**src/hdl/sqz_io_settings.svh**
```systemverilog
`ifndef SQZ_IO_SETTINGS_SVH
`define SQZ_IO_SETTINGS_SVH

// ------------------------------
// host block framing
// ------------------------------
`define SQZ_BLOCK_SIZE      128    // 512 bytes per host block
`define SQZ_FIFO_DEPTH      1023   // usable entries in each pipe FIFO
`define SQZ_BUFFER_HEADROOM 20     // slack for the count update latency

// ------------------------------
// on-chip word store
// ------------------------------
`define SQZ_STORE_WORDS     1024

// ------------------------------
// APB register offsets
// ------------------------------
`define SQZ_REG_CTRL        8'h00  // bit0 reads_en, bit1 writes_en, bit2 fifo reset
`define SQZ_REG_ADDR        8'h04  // store start address
`define SQZ_REG_NUM         8'h08  // transfer length in words
`define SQZ_REG_STATUS      8'h0C  // fifo and dma flags, read only
`endif

```
**src/hdl/sqz_io_pkg.sv**
```systemverilog
package sqz_io_pkg;

	// ------------------------------
	// scalar types
	// ------------------------------
	typedef logic [31:0] host_word_t;   // one pipe word
	typedef logic [9:0]  store_addr_t;  // word address into the store
	typedef logic [9:0]  fifo_count_t;  // fifo occupancy, up to 1023
	typedef logic [15:0] op_num_t;      // words per transfer

	// pipe-out payload, block_end marks the last word of a host block
	typedef struct packed {
		host_word_t data;
		logic       block_end;
	} out_word_t;

	// DMA programming from the register block
	typedef struct packed {
		logic        reads_en;    // store to pipe-out
		logic        writes_en;   // pipe-in to store, wins over reads_en
		store_addr_t start_addr;
		op_num_t     op_num;
	} dma_ctrl_t;

	// STATUS word, dma_busy lands in bit 0
	typedef struct packed {
		logic in_full;
		logic in_empty;
		logic out_full;
		logic out_empty;
		logic dma_busy;
	} io_status_t;

endpackage

```
**src/hdl/host_ctrl_regs.sv**
```systemverilog
`timescale 1ns/100ps
`include "sqz_io_settings.svh"

module host_ctrl_regs (
	input  logic                   okClk,
	input  logic                   arst_n,
	input  logic [7:0]             paddr,
	input  logic                   psel,
	input  logic                   penable,
	input  logic                   pwrite,
	input  logic [31:0]            pwdata,
	input  logic                   done,
	input  sqz_io_pkg::io_status_t status,
	output logic [31:0]            prdata,
	output logic                   pready,
	output logic                   pslverr,
	output sqz_io_pkg::dma_ctrl_t  dma_ctrl,
	output logic                   fifo_flush
);
	import sqz_io_pkg::*;

	logic access;     // APB access phase
	logic wr_access;
	logic mapped;

	assign access    = psel && penable;
	assign wr_access = access && pwrite;
	assign pready    = 1'b1;             // no wait states
	assign pslverr   = access && !mapped;

	always_comb begin
		mapped = 1'b1;
		prdata = '0;
		case (paddr)
			`SQZ_REG_CTRL:   prdata = {30'd0, dma_ctrl.writes_en, dma_ctrl.reads_en};
			`SQZ_REG_ADDR:   prdata = 32'(dma_ctrl.start_addr);
			`SQZ_REG_NUM:    prdata = 32'(dma_ctrl.op_num);
			`SQZ_REG_STATUS: prdata = 32'(status);
			default:         mapped = 1'b0;
		endcase
	end

	always_ff @(posedge okClk or negedge arst_n) begin
		if (!arst_n) begin
			dma_ctrl   <= '0;
			fifo_flush <= 1'b0;
		end else begin
			fifo_flush <= 1'b0;
			if (done) begin
				// write phase has priority, so it is the one that ran
				if (dma_ctrl.writes_en) begin
					dma_ctrl.writes_en <= 1'b0;
				end else begin
					dma_ctrl.reads_en <= 1'b0;
				end
			end
			if (wr_access) begin
				case (paddr)
					`SQZ_REG_CTRL: begin
						dma_ctrl.reads_en  <= pwdata[0];
						dma_ctrl.writes_en <= pwdata[1];
						fifo_flush         <= pwdata[2];   // one cycle pulse
					end
					`SQZ_REG_ADDR: dma_ctrl.start_addr <= store_addr_t'(pwdata);
					`SQZ_REG_NUM:  dma_ctrl.op_num     <= op_num_t'(pwdata);
					default: ;
				endcase
			end
		end
	end

endmodule

```
**config.mk**
```make
export PLATFORM = sky130hd
export DESIGN_NAME = host_ctrl_regs
export DESIGN_NICKNAME = d
export VERILOG_FILES = /design/src/hdl/sqz_io_pkg.sv /design/src/hdl/host_ctrl_regs.sv
export VERILOG_INCLUDE_DIRS = /design/src /design/src/hdl
export SDC_FILE = /design/constraint.sdc
export NUM_CORES = 1
export LEC_CHECK = 0
export BUFFER_PORTS_ARGS = -buffer_cell sky130_fd_sc_hd__clkbuf_2
export CAP_MARGIN = 10
export CORE_UTILIZATION = 44
export CTS_CLUSTER_SIZE = 24
export DETAILED_ROUTE_END_ITERATION = 8
export PLACE_DENSITY = 0.9
export SKIP_LAST_GASP = 1
export SLEW_MARGIN = 20
export SYNTH_ARGS = -nofsm -noshare
export SYNTH_HDL_FRONTEND = slang
export SYNTH_SLANG_ARGS = --single-unit
```
**constraint.sdc**
```tcl
create_clock -name okClk -period 3.3 [get_ports okClk]
set_input_delay 0.66 -clock okClk [delete_from_list [all_inputs] [get_ports okClk]]
set_output_delay 0.66 -clock okClk [all_outputs]
set_load 0.01 [all_outputs]
```
==> results.toml <==
[worst_setup_path]
cp-end-kind = "primary output"
cp.arrival_ns = 2.03
r2r_end = "dma_ctrl[26]$_DFF_PN0_"
crit_fanout = 10
reg2reg_from = "dma_ctrl[26]$_DFF_PN0_"
cp-start-kind = "input pin"
worstRegToRegCells = 2
required_ns = 2.64
worst-setup-path-type = "input pin to primary output"
r2r_slack_ns = 2.39

[cells_and_area]
fill_cells = 320
area_delta_synth_final_pct = 27.14
layout.nets = 260
layout-drive-gt1-share_pct = 59.05
antennaDiodeCount = 0
utilization_pct = 59.38

[route]
viasPerCell = 4.793
drc = 0
drt-wirelength-per-cell_um = 13.59
drt_pass1_iterations = 4
drtIter0Drc = 28
ant_nets = 0
routed_wirelength_um = 3479
vias = 1227

[yosys]
synth-seq-cells = 29
yosysUniqueCellTypes = 24
postSynthCellCount = 128
synth_xor_area_share_pct = 0
yosys.area.top_type = "dfrtp_1"
synthTopCellsByArea = "dfrtp_1, mux2_2, mux2_4"
muxShareOfSynthArea_pct = 26.98
synth-adder-area-share_pct = 0
syn_area_per_cell_sq_um = 12.46
synth_area_sq_mm = 0.001595
synth_compound_area_share_pct = 4.078
yosys_warnings = 0
yosys.area_share.simple_pct = 12.55
ys_seq_area_share_pct = 45.49
synth_top_area_share_pct = 45.49
synth_top_family_by_area = "multiplexers"

[clock_tree]
cts.sinks = 29
holdBufCountCts = 0
root_buffer = "clkbuf_4"
h-tree-depth = 2
numCtsBuffers = 5
clk_latency_ns = 0.32
cts-resized-gates = 0
clkTransAtPathRegs_ns = 0.09
cts_tree = "done"
clock_path_buffers = 2
cts_setup_buffers = 0

[placement]
dp_hpwl_um = 2617
dp_slack_ns = 0.5746
io_buffers = 80
gp_congestion = 0.7871

[global_route]
gr-total-overflow = 0
antenna_found_initial = 0
grt_max_degree = 30
grt_pass1_wl_um = 5747
grt_pass1_vias = 1224
track_usage_pct = 19.73

[timing]
worst_slew_pin_slew_ns = 0.6993
skew_ns = 0.0001764
rsz0062_at_grt = "false"
setup_tns_ns = 0
fin_crit_sh_pct = 81.40
maxSlewViolCount = 0
slew_headroom_pct = 53.38
setup_violations = 0
hold_violations = 0
period_needed_ns = 2.686
finalWorstSetupSlack_ns = 0.6138
fmax_mhz = 372.3

[power_and_ir_drop]
p_leak_uw = 0.001213
power.density_mw_per_mm2 = 336.4
ir_worst_vdd_mv = 0.2615

[die]
die_y_um = 62.22
num_rows = 21
start_util_pct = 46.70
io_pins = 114
die_x_um = 62.22
dieArea_sq_mm = 0.003871
core_area_sq_mm = 0.003416

[flow_run]
drv_cap = 0

[worst_hold_path]
hold_path.class = "input pin to asynchronous set/reset pin"

[outcome]
outcome = "finished, final reports clean"
report_power, final:
part           switching, uW  leakage [uW]  internal (uW)
Sequential              3.59      0.000404            360
Combinational           43.7      0.000767           31.2
Clock                    121     0.0000413            123
Total                    168       0.00121            514
flip-flops by register name, summed over array words and instances, names as in the netlist:
register    count
fifo_flush      1
dma_ctrl       28
synth_stat cells (all sizes together):
cell type   n
nand4       3
clkbuf      2
and2        1
inv         2
and2b       1
dfrtp      29
conb        2
and3       10
nand3       1
nor2       11
buf        20
nor4        1
a22oi       8
nor2b       2
mux4        2
mux2       30
mux2i       1
nand2       1
o21ai       1
stage by stage:
stage	std cells	total power [uW]	instance area (sq um)	hold slack, ns
after floorplan	143	420.9	1652	0.3644
after global placement	248	444.9	1958	0.5082
after detailed placement	248	446.7	1958	0.5189
after CTS	256	695.0	2028	0.3750
after global routing	256	716.8	2028	0.3977
final	256	682.4	2028	0.3675
cells in the final DEF, fill, tap and decap left out:
master / synthesis / routed
clkbuf_2: 0 / 80
dfrtp_1: 29 / 29
mux2_2: 20 / 20
conb_1: 2 / 17
nor2_1: 11 / 11
and3_1: 10 / 10
mux2_4: 10 / 10
a22oi_1: 8 / 8
clkbuf_4: 0 / 5
mux4_2: 2 / 2
nor2b_1: 2 / 2
inv_1: 2 / 2
clkbuf_8: 0 / 2
nor4_4: 1 / 1
nand2_1: 1 / 1
and2b_1: 1 / 1
and2_1: 1 / 1
nand4_1: 1 / 1
nand3_1: 1 / 1
o21ai_0: 1 / 1
mux2i_1: 1 / 1
nand4_4: 1 / 1
nand4_2: 1 / 1
clkinv_2: 0 / 1
buf_4: 18 / 1
how the worst max path moves through the flow:
stage / cells after the start / startpoint / slack, ns / end
finish: 5 / paddr[1] / 0.61 / pslverr
global route: 5 / paddr[1] / 0.50 / pslverr
CTS: 5 / paddr[1] / 0.57 / pslverr
detailed placement: 5 / paddr[1] / 0.57 / pslverr
global placement: 5 / paddr[1] / 0.60 / pslverr
floorplan: 5 / paddr[2] / 0.99 / prdata[6]
kinds of logic (layout without fill, tap and decap cells):
group	Yosys count	count (layout)
other	2	17
AND/OR/NAND/NOR	31	31
flip-flops	29	29
multiplexers	33	33
AO/OA/AOI/OAI	9	9
buffers and inverters	24	91
worst max-delay path, cell delays in order:
cell and delay (ns):
clkbuf_2 0.10, nor4_4 0.48, nand2_1 0.37, and3_1 0.30, clkbuf_2 0.12
metal layers:
layer / share of wire [%] / wire [um] / track usage [%] / vias to the layer above
met5: 0 / 0 / 0 / -
met4: 1.2 / 42 / 6.977 / 0
met3: 6.5 / 226 / 6.618 / 5
met2: 51 / 1773 / 33.93 / 60
met1: 41 / 1436 / 22.81 / 579
li1: - / - / - / 583
layout make-up:
| class | count | area, sq um | area share [%] |
|---|---|---|---|
| inverter | 2 | 7.507 | 0.3701 |
| multi-input combinational | 90 | 759.5 | 37.45 |
| clock inverter | 1 | 5.005 | 0.2468 |
| clock buffer | 7 | 65.06 | 3.208 |
| sequential | 29 | 725.7 | 35.78 |
| tap | 46 | 57.56 | 2.838 |
| timing repair buffer | 81 | 407.9 | 20.11 |
Note: power is estimated with default switching activity, not from simulation.
